<file path="config.mk">
export PLATFORM = sky130hd
export DESIGN_NAME = mem_ctrl
export DESIGN_NICKNAME = d
export VERILOG_FILES = /design/src/common/debug_ram_pkg.sv /design/src/source/mem_ctrl.sv
export SDC_FILE = /design/constraint.sdc
export NUM_CORES = 1
export LEC_CHECK = 0
export BUFFER_PORTS_ARGS = -buffer_cell sky130_fd_sc_hd__buf_4
export CORE_AREA = 3 3 40 42
export DETAILED_ROUTE_END_ITERATION = 8
export DIE_AREA = 0 0 43 45
export PLACE_DENSITY = 0.53
export RECOVER_POWER = 100
export SYNTH_ARGS = -nofsm -noshare
export SYNTH_HDL_FRONTEND = slang
export SYNTH_SLANG_ARGS = --single-unit
export TNS_END_PERCENT = 100
</file>
<file path="constraint.sdc">
create_clock -name cpu_clk -period 2.05 [get_ports cpu_clk]
set_clock_uncertainty 0.15 [all_clocks]
set_input_delay 0.5125 -clock cpu_clk [delete_from_list [all_inputs] [get_ports cpu_clk]]
set_output_delay 0.5125 -clock cpu_clk [all_outputs]
set_load 0.1 [all_outputs]
</file>
<file path="src/common/debug_ram_pkg.sv">
// shared widths and fixed delays for the debug memory model

`default_nettype none

package debug_ram_pkg;

   // ------------------------------
   // microcode store
   // ------------------------------
   localparam int MCR_WORD_W = 49;
   localparam int MCR_ADDR_W = 14;

   // ------------------------------
   // main memory and video
   // ------------------------------
   localparam int DATA_W = 32;

   // processor view, wider than the modelled array
   localparam int DRAM_ADDR_W = 22;
   localparam int VRAM_ADDR_W = 15;

   // ------------------------------
   // handshake timing
   // ------------------------------

   // accepting edge to dram_ready / dram_done
   localparam int DRAM_ACK_DELAY = 5;

   // vram_cpu_req to vram_cpu_ready
   localparam int VRAM_READ_DELAY = 3;

endpackage

`default_nettype wire
</file>
<file path="src/source/mem_ctrl.sv">
// memory controller: main-memory acknowledge timing, microcode write flag, video commit grant

`timescale 1ns/100ps
`default_nettype none

module mem_ctrl
   import debug_ram_pkg::*;
(
   input  wire logic cpu_clk,
   input  wire logic reset,
   input  wire logic fetch,
   input  wire logic mcr_write,
   input  wire logic dram_read_req,
   input  wire logic dram_write_req,
   output logic      mcr_done,
   output logic      dram_wr_en,
   output logic      dram_ready,
   output logic      dram_done,
   output logic      vram_commit
);

   // one stage past the ack tap so the pipe drains before the next accept
   logic [DRAM_ACK_DELAY:0] ack_pipe;
   logic                    pipe_idle;
   logic                    accept;
   logic                    ack_tap;
   logic                    was_write;

   // ------------------------------
   // microcode write tracking
   // ------------------------------
   always_ff @(posedge cpu_clk)
   begin
      if (reset)
         mcr_done <= 1'b0;
      else
         mcr_done <= mcr_write;
   end

   // video writes land only outside fetch and microcode write cycles
   assign vram_commit = !fetch && !mcr_done;

   // ------------------------------
   // main-memory acknowledge pipe
   // ------------------------------
   assign pipe_idle  = (ack_pipe == '0);
   assign accept     = pipe_idle && (dram_read_req || dram_write_req);
   assign dram_wr_en = pipe_idle && dram_write_req;

   always_ff @(posedge cpu_clk)
   begin
      if (reset)
      begin
         ack_pipe  <= '0;
         was_write <= 1'b0;
      end
      else
      begin
         ack_pipe <= {ack_pipe[DRAM_ACK_DELAY-1:0], accept};
         // remember the kind of operation for the ack
         if (accept)
            was_write <= dram_write_req;
      end
   end

   assign ack_tap    = ack_pipe[DRAM_ACK_DELAY-1];
   assign dram_done  = ack_tap && was_write;
   assign dram_ready = ack_tap && !was_write;

endmodule

`default_nettype wire

</file>
==> results.py, run 1 <==
metrics = {
    "logic_synthesis": {
        "synth.largest_area_cell": "dfxtp_1",
        "synthTopCellsByArea": "dfxtp_1 58%, nor2b_1 16%, nor4_4 7.7%, nor2_1 4.1%, o21ba_1 3.6%",
        "ys_types": 11,
        "synth_top_area_frac": 0.5766,
        "ys.warnings.count": 0,
        "ys_seq_area_frac": 0.5766,
        "syn-num-nets": 32,
        "syn_area_um2": 277.8,
        "ys_seq_elements": 8,
        "syn_inst": 26,
        "avgSynthCellArea_um2": 10.68,
    },
    "power": {
        "ir_drop_mv": 0.4096,
        "p_leak_nw": 0.1902,
        "p_per_area_nw_per_um2": 891.4,
    },
    "timing": {
        "max_freq_mhz": 501.1,
        "worst_pin_slew_ns": 0.3217,
        "hold_viol": 0,
        "max-slew-margin-rel": 0.7855,
        "setup_violations": 0,
        "finalCritPeriodShare": 0.9734,
        "period_minus_slack_ns": 1.995,
        "slew_violations": 0,
    },
    "cells_and_area": {
        "area_delta_synth_final_pct": 51.35,
        "fill_cells": 135,
        "layout-drive-gt1-share": 0.4250,
        "layout.nets": 48,
        "regArea_um2": 160.2,
        "design_area_um2": 420.4,
        "final_util": 0.3272,
        "antenna_cells": 0,
        "multi_input_area_um2": 123.9,
    },
    "route": {
        "via_count": 230,
        "drt-initial-drc-count": 1,
        "drc": 0,
        "drt-vias-per-instance": 4.182,
        "drt_wl_total_um": 512,
        "wl_per_cell_um": 9.309,
        "ant_nets": 0,
        "first_pass_iters": 2,
    },
    "min_path": {
        "holdPathStages": 1,
        "min_from": "ack_pipe[2]$_SDFF_PP0_",
        "hold_class": "reg -> reg",
        "holdPathEnd": "ack_pipe[3]$_SDFF_PP0_",
    },
    "setup_path": {
        "end_kind": "output port",
        "criticalPathCategory": "reg -> out",
        "worst_setup_path_start_kind": "flop",
        "crit_required_ns": 1.39,
        "cp_data_arrival_time_ns": 1.33,
        "reg2regPathDepth": 4,
        "cp_max_fo": 4,
        "timing.rr.start": "ack_pipe[4]$_SDFF_PP0_",
        "worstReg2RegEnd": "was_write$_SDFFE_PP0P_",
        "r2r_slack_ns": 0.72,
    },
    "grt": {
        "overflow": 0,
        "grt_max_degree": 9,
        "grt_usage": 0.06928,
        "antenna_found_initial": 0,
        "grt_pass1_wl_um": 855,
        "grt_pass1_vias": 210,
    },
    "run_status": {
        "status": "finished clean",
    },
    "clock_network": {
        "clock-sinks": 8,
        "cts_buffers": 3,
        "htree_levels": 1,
        "tritoncts": "done",
        "path_clk_slew_ns": 0.05,
        "cts-root-buf": "clkbuf_4",
        "cts_buffer_depth": 2,
        "clk_latency_ns": 0.25,
    },
    "floorplan": {
        "ioPinCount": 11,
        "dieHeight_um": 45,
        "dieArea_um2": 1935,
        "coreArea_um2": 1285,
        "initial_core_util": 0.2162,
        "rows": 13,
        "die_w_um": 43,
    },
    "job": {
        "maxCapViolCount": 0,
    },
    "place": {
        "place_congestion": 0.6464,
        "io_buffers": 10,
        "place_area_um2": 377.9,
    },
}
-- registers in the layout (all words and copies together), names as in the netlist --
name       cells
ack_pipe       6
mcr_done       1
was_write      1
-- per-layer routing --
| metal | part of all wire | track usage |
|---|---|---|
| met5 | 0 | 0 |
| met4 | 0.023 | 0.05422 |
| met3 | 0.12 | 0.05976 |
| met2 | 0.48 | 0.08982 |
| met1 | 0.38 | 0.07039 |
-- where the power goes --
part	leakage, nW	switching, mW	total (mW)	internal (mW)
Combinational	0.111	0.0526	0.0874	0.0348
Sequential	0.0655	0.00638	0.171	0.164
Clock	0.0138	0.0500	0.117	0.0667
Total	0.190	0.109	0.375	0.266
-- synth_stat cells (all sizes together) --
cell,count
dfxtp,8
nor4,1
nor3,1
inv,1
nand2,1
a31oi,1
nor2b,7
and3,1
and2,1
o21ba,1
nor2,3
-- cells by family after synthesis --
group,after synthesis,share of synthesized area
AOI/OAI and AO/OA,2,0.05857
and+or+nand+nor,15,0.3513
DFF,8,0.5766
buffers and inverters,1,0.01350
-- how the worst max path moves through the flow --
stage          cells after the start                    from  slack (ns)     endpoint
5_1_grt                            3  ack_pipe[4]$_SDFF_PP0_       -0.03   dram_wr_en
4_1_cts                            3  ack_pipe[4]$_SDFF_PP0_       0.008   dram_wr_en
3_3_place_gp                       3  ack_pipe[4]$_SDFF_PP0_        0.24   dram_wr_en
6_report                           3  ack_pipe[4]$_SDFF_PP0_        0.05   dram_wr_en
2_1_floorplan                      1     mcr_done$_SDFF_PP0_       -0.21  vram_commit
3_5_place_dp                       3  ack_pipe[4]$_SDFF_PP0_        0.23   dram_wr_en
-- area by class of cell --
cell class,instances,area share
tap,15,0.04464
inverter,1,0.008929
multi-input combinational,17,0.2946
sequential,8,0.3810
timing repair buffer,11,0.2173
clock buffer,3,0.05357
-- layout by cell type, fill, tap and decap left out --
cell type	count
clkbuf_1	1
buf_4	9
clkbuf_4	3
dfxtp_1	8
nor2b_2	1
o21ba_1	1
nor2b_1	6
inv_1	1
buf_12	1
nor2_2	1
nand2_1	1
nor4_4	1
nor2_1	2
nor3_1	1
and2_1	1
a31oi_1	1
and3_4	1
-- stage by stage --
step	power (mW)	hold slack, ns	TNS, ns	std cells	setup slack, ns
after floorplan	0.2297	0.2888	-0.2062	26	-0.2062
after CTS	0.3739	0.3195	0	54	0.008204
after global routing	0.3970	0.3302	-0.02887	55	-0.02887
after detailed placement	0.2498	0.3200	0	51	0.2274
final	0.3747	0.3170	0	55	0.05450
after global placement	0.2498	0.3106	0	51	0.2442
-- worst max-delay path: stages (launching register included) --
cell,delay (ns)
dfxtp_1,0.34
nor4_4,0.32
and3_4,0.25
buf_12,0.17
-- timing repair --
action | 4_1_cts | 5_1_grt
setup endpoints to repair | 1 | 1
buffers inserted | 0 | 1
gates resized for setup | 2 | 2
pin swaps | 0 | 1
hold buffers | 0 | 0
(Power assumes the default switching activity.)
==> run 2, diff against run 1 <==
Settings changed: CAP_MARGIN set to 10, SETUP_SLACK_MARGIN set to 0.15.
==> run 2 against run 1 <==
  * Die area stayed put
  * Critical endpoint unchanged
  * Via count is 2.2% higher
  * Flip-flop and latch count stayed put
  * Global-route usage is 0.67 points higher
  * Sequential share of layout area is 0.41 points higher
  * First-iteration DRC count stayed put
  * Setup slack better by 0.055 ns
==> results.py, run 2 (synthesized netlist as in run 1, its figures left out) <==
metrics = {
    "timing": {
        "hold_viol": 0,
        "rsz0062_at_grt": "yes",
        "finalSetupTns_ns": 0,
        "finalCritPeriodShare": 0.9467,
        "period_minus_slack_ns": 1.941,
        "setup_violations": 0,
        "max_freq_mhz": 515.3,
        "max-slew-margin-rel": 0.6418,
        "worst_pin_slew_ns": 0.5396,
        "slew_violations": 0,
    },
    "route": {
        "ant_nets": 0,
        "drt-initial-drc-count": 1,
        "wl_per_cell_um": 9.482,
        "first_pass_iters": 2,
        "drt_wl_total_um": 531,
        "via_count": 235,
        "drc": 0,
        "drt-vias-per-instance": 4.196,
    },
    "cells_and_area": {
        "antenna_cells": 0,
        "final_common_cell": "dfxtp_1",
        "layout.nets": 49,
        "top_register": "ack_pipe",
        "final_cell_mix": "7 x dfxtp_1, 6 x nor2b_1, 6 x buf_4, 4 x clkbuf_2, 3 x clkbuf_4",
        "largest_reg_flops": 6,
        "fin_cells": 56,
        "design_area_um2": 419.2,
        "reg_top3": "ack_pipe: 6 flops, mcr_done: 1 flops, was_write: 1 flops",
        "area_delta_synth_final_pct": 50.90,
        "layout-drive-gt1-share": 0.4634,
    },
    "place": {
        "placedCellCount": 51,
        "io_buffers": 10,
        "place_congestion": 0.6464,
        "place_area_um2": 377.9,
    },
    "min_path": {
        "holdPathEnd": "ack_pipe[3]$_SDFF_PP0_",
        "holdPathStages": 1,
        "min_from": "ack_pipe[2]$_SDFF_PP0_",
        "hold_class": "reg -> reg",
    },
    "grt": {
        "grt_pass1_wl_um": 938,
        "antenna_found_initial": 0,
        "grt_pass1_vias": 227,
        "grt_max_degree": 9,
        "grt_usage": 0.07596,
        "overflow": 0,
    },
    "floorplan": {
        "rows": 13,
        "die_w_um": 43,
        "dieArea_um2": 1935,
        "ioPinCount": 11,
        "coreArea_um2": 1285,
        "dieHeight_um": 45,
        "initial_core_util": 0.2162,
    },
    "setup_path": {
        "crit_chain": "nor4_4 -> and3_4 -> buf_12",
        "cp_slowest_cell": "dfxtp_2",
        "cp_max_fo": 2,
        "max_stage_delay_ns": 0.33,
        "criticalPathCategory": "reg -> out",
        "path_buf_inv": 1,
        "crit_required_ns": 1.39,
        "cp_data_arrival_time_ns": 1.28,
        "worstReg2RegEnd": "was_write$_SDFFE_PP0P_",
        "end_kind": "output port",
        "reg2regPathDepth": 4,
        "timing.rr.start": "ack_pipe[3]$_SDFF_PP0_",
        "worst_setup_path_start_kind": "flop",
        "r2r_slack_ns": 0.77,
        "critical_path.top_delay_family": "simple AND/OR/NAND/NOR gates",
    },
    "clock_network": {
        "tritoncts": "done",
        "htree_levels": 1,
        "clock-sinks": 8,
        "cts-root-buf": "clkbuf_4",
        "cts_buffer_depth": 2,
        "holdBufCountCts": 0,
        "clk_latency_ns": 0.25,
        "cts_buffers": 3,
        "path_clk_slew_ns": 0.05,
    },
    "job": {
        "maxCapViolCount": 0,
    },
    "power": {
        "power_uw": 376.7,
        "ir_drop_mv": 0.4136,
        "p_per_area_nw_per_um2": 898.6,
        "p_leak_nw": 0.1923,
    },
    "run_status": {
        "status": "finished clean",
    },
}
run 2: cell types whose count changed in the layout (fill, tap and decap cells not counted):
cell	change
dfxtp_2	+1
dfxtp_1	-1
clkbuf_2	+4
buf_4	-3
run 2: layer usage:
metal  vias to the layer above  share of wire  GRT usage
li1                        116              -          -
met1                       107           0.35    0.06796
met2                        10           0.50     0.1168
met3                         2           0.11    0.05976
met4                         0          0.030    0.05422
met5                         -              0          0
run 2: worst register-to-register path, stage by stage, from the launching register on:
cell and delay, ns:
dfxtp_2 0.33, nor4_4 0.28, and3_4 0.25, buf_4 0.10, o21ba_1 0.11
run 2: where the power goes:
part	switching (mW)	internal, mW
Clock	0.0487	0.0666
Sequential	0.00631	0.164
Combinational	0.0537	0.0370
run 2: worst max path at each step:
| stage | slack, ns | startpoint | to | depth (start not counted) |
|---|---|---|---|---|
| global route | 0.03 | ack_pipe[3]$_SDFF_PP0_ | dram_wr_en | 3 |
| detailed placement | 0.23 | ack_pipe[4]$_SDFF_PP0_ | dram_wr_en | 3 |
| CTS | 0.09 | ack_pipe[3]$_SDFF_PP0_ | dram_wr_en | 3 |
| finish | 0.11 | ack_pipe[3]$_SDFF_PP0_ | dram_wr_en | 3 |
| floorplan | -0.21 | mcr_done$_SDFF_PP0_ | vram_commit | 1 |
| global placement | 0.24 | ack_pipe[4]$_SDFF_PP0_ | dram_wr_en | 3 |
run 2: timing repair:
action	CTS	global route
resized for setup	5	0
setup buffers	1	1
cloned	0	0
pin swaps	2	1
endpoints found under the setup margin	1	1
run 2: stage by stage:
step / utilization / hold WS, ns / setup slack, ns
floorplan: - / 0.2888 / -0.2062
global placement: 0.2941 / 0.3106 / 0.2442
detailed placement: 0.2941 / 0.3200 / 0.2274
CTS: 0.3311 / 0.3150 / 0.09299
global route: 0.3262 / 0.3302 / 0.02913
finish: 0.3262 / 0.3092 / 0.1092
run 2: final cells by class:
type,count,area [um^2]
inverters,1,3.754
repair buffers,12,88.84
fillers,138,865.8
multi-input cells,17,123.9
clock buffers,3,22.52
flip-flops and latches,8,161.4
well taps,15,18.77
==> run 3, diff against run 2 <==
Settings changed: CELL_PAD_IN_SITES_DETAIL_PLACEMENT set to 0, CELL_PAD_IN_SITES_GLOBAL_PLACEMENT set to 2, PLACE_DENSITY 0.53 to 0.72.
==> run 3 against run 2 <==
  * Clock-buffer cell count did not move
  * Critical path type unchanged
  * Power shrank 0.77%
  * Non-clock buffer count is the same
  * Register-to-register slack hardly changed
  * Critical path depth did not move
  * Critical endpoint unchanged
  * Global-route usage is 0.24 points lower
  * Final area unchanged
  * Sequential share of layout area unchanged
  * Worst hold slack better by 0.0043 ns
  * Highest routed layer is now met3
  * Setup slack worse by 0.0044 ns
==> results.py, run 3 (synthesized netlist as in run 1, its figures left out) <==
metrics = {
    "run_status": {
        "status": "finished clean",
    },
    "clock_network": {
        "holdBufCountCts": 0,
        "clk_latency_ns": 0.24,
        "path_clk_slew_ns": 0.05,
        "cts_buffer_depth": 2,
        "cts-root-buf": "clkbuf_4",
        "htree_levels": 1,
        "clock-sinks": 8,
        "cts_buffers": 3,
        "tritoncts": "done",
    },
    "route": {
        "drt_wl_total_um": 548,
        "drt-initial-drc-count": 1,
        "ant_nets": 0,
        "wl_per_cell_um": 9.786,
        "drc": 0,
        "drt-vias-per-instance": 3.946,
        "via_count": 221,
        "first_pass_iters": 2,
    },
    "cells_and_area": {
        "layout.nets": 49,
        "antenna_cells": 0,
        "final_common_cell": "dfxtp_1",
        "area_delta_synth_final_pct": 50.90,
        "layout-drive-gt1-share": 0.4634,
        "largest_reg_flops": 6,
        "top_register": "ack_pipe",
        "final_cell_mix": "7 x dfxtp_1, 6 x nor2b_1, 6 x buf_4, 3 x clkbuf_4",
        "reg_top3": "ack_pipe: 6 flops, mcr_done: 1 flops, was_write: 1 flops",
    },
    "floorplan": {
        "rows": 13,
        "die_w_um": 43,
        "dieHeight_um": 45,
        "coreArea_um2": 1285,
        "ioPinCount": 11,
        "initial_core_util": 0.2162,
        "dieArea_um2": 1935,
    },
    "grt": {
        "grt_pass1_vias": 228,
        "overflow": 0,
        "grt_max_degree": 9,
        "grt_usage": 0.07352,
        "grt_pass1_wl_um": 979,
        "antenna_found_initial": 0,
    },
    "timing": {
        "max_freq_mhz": 514.1,
        "setup_violations": 0,
        "hold_viol": 0,
        "worst_pin_slew_ns": 0.5457,
        "rsz0062_at_grt": "yes",
        "slew_violations": 0,
        "max-slew-margin-rel": 0.6377,
        "setup_ws_ns": 0.1048,
        "finalCritPeriodShare": 0.9489,
        "period_minus_slack_ns": 1.945,
    },
    "setup_path": {
        "cp_max_fo": 2,
        "cp_data_arrival_time_ns": 1.28,
        "timing.rr.start": "ack_pipe[3]$_SDFF_PP0_",
        "max_stage_delay_ns": 0.33,
        "path_buf_inv": 1,
        "timing.critical_path.from": "ack_pipe[3]$_SDFF_PP0_",
        "criticalPathCategory": "reg -> out",
        "end_kind": "output port",
        "worst_setup_path_start_kind": "flop",
        "crit_required_ns": 1.39,
        "cp_slowest_cell": "dfxtp_2",
        "crit_chain": "nor4_4 -> and3_4 -> buf_12",
        "critical_path.top_delay_family": "simple AND/OR/NAND/NOR gates",
        "r2r_slack_ns": 0.76,
    },
    "min_path": {
        "min_from": "ack_pipe[2]$_SDFF_PP0_",
        "hold_class": "reg -> reg",
    },
    "place": {
        "dp_slack_ns": 0.2137,
        "hpwlAfterDp_um": 405.8,
        "place_congestion": 0.7863,
        "io_buffers": 10,
    },
    "power": {
        "power_uw": 373.8,
        "p_leak_nw": 0.1941,
        "ir_drop_mv": 0.3530,
        "p_per_area_nw_per_um2": 891.7,
    },
    "job": {
        "maxCapViolCount": 0,
    },
}
## run 3: cell count changes in the layout (fill, tap and decap cells not counted), sizes merged
| cell | delta |
|---|---|
| clkbuf | -2 |
| buf | +2 |
## run 3: power breakdown
part | total (mW) | internal, mW | switching [mW] | leakage (nW)
combinational | 0.0908 | 0.0370 | 0.0538 | 0.114
clock | 0.112 | 0.0665 | 0.0457 | 0.0138
sequential | 0.171 | 0.164 | 0.00653 | 0.0660
total | 0.374 | 0.268 | 0.106 | 0.194
## run 3: cell type report
class                   instances  area [um^2]
clock buffers                   3        22.52
fillers                       146        865.8
inverters                       1        3.754
multi-input cells              17        123.9
flip-flops and latches          8        161.4
well taps                      15        18.77
repair buffers                 12        88.84
## run 3: worst paths after layout
kind	cells after the start	end
worst max-delay path	3	dram_wr_en
worst min-delay path	1	ack_pipe[3]$_SDFF_PP0_
worst max register to register	4	was_write$_SDFFE_PP0P_
worst min register to register	1	ack_pipe[3]$_SDFF_PP0_
## run 3: worst reg2reg max path, stage by stage, from the launching register on
cell	delay, ns
dfxtp_2	0.33
nor4_4	0.29
and3_4	0.25
buf_4	0.10
o21ba_1	0.12
## run 3: routing by layer
layer | part of all wire | track usage | vias up
li1 | - | - | 116
met1 | 0.38 | 0.07786 | 102
met2 | 0.57 | 0.1138 | 3
met3 | 0.038 | 0.04781 | 0
met4 | 0 | 0.03614 | 0
met5 | 0 | 0 | -
## run 3: through the flow
stage          hold slack [ns]  std cells  setup TNS, ns  area (um^2)  utilization
2_1_floorplan           0.2888         26        -0.2062        284.0            -
3_3_place_gp            0.3127         51              0        377.9       0.2941
3_5_place_dp            0.3096         51              0        377.9       0.2941
4_1_cts                 0.3178         55              0        425.4       0.3311
5_1_grt                 0.3348         56              0        419.2       0.3262
6_report                0.3135         56              0        419.2       0.3262
## run 3: what timing repair did
item                       CTS  global route
resized for setup            5             0
setup buffers                1             1
pin swaps                    2             1
setup endpoints to repair    1             1
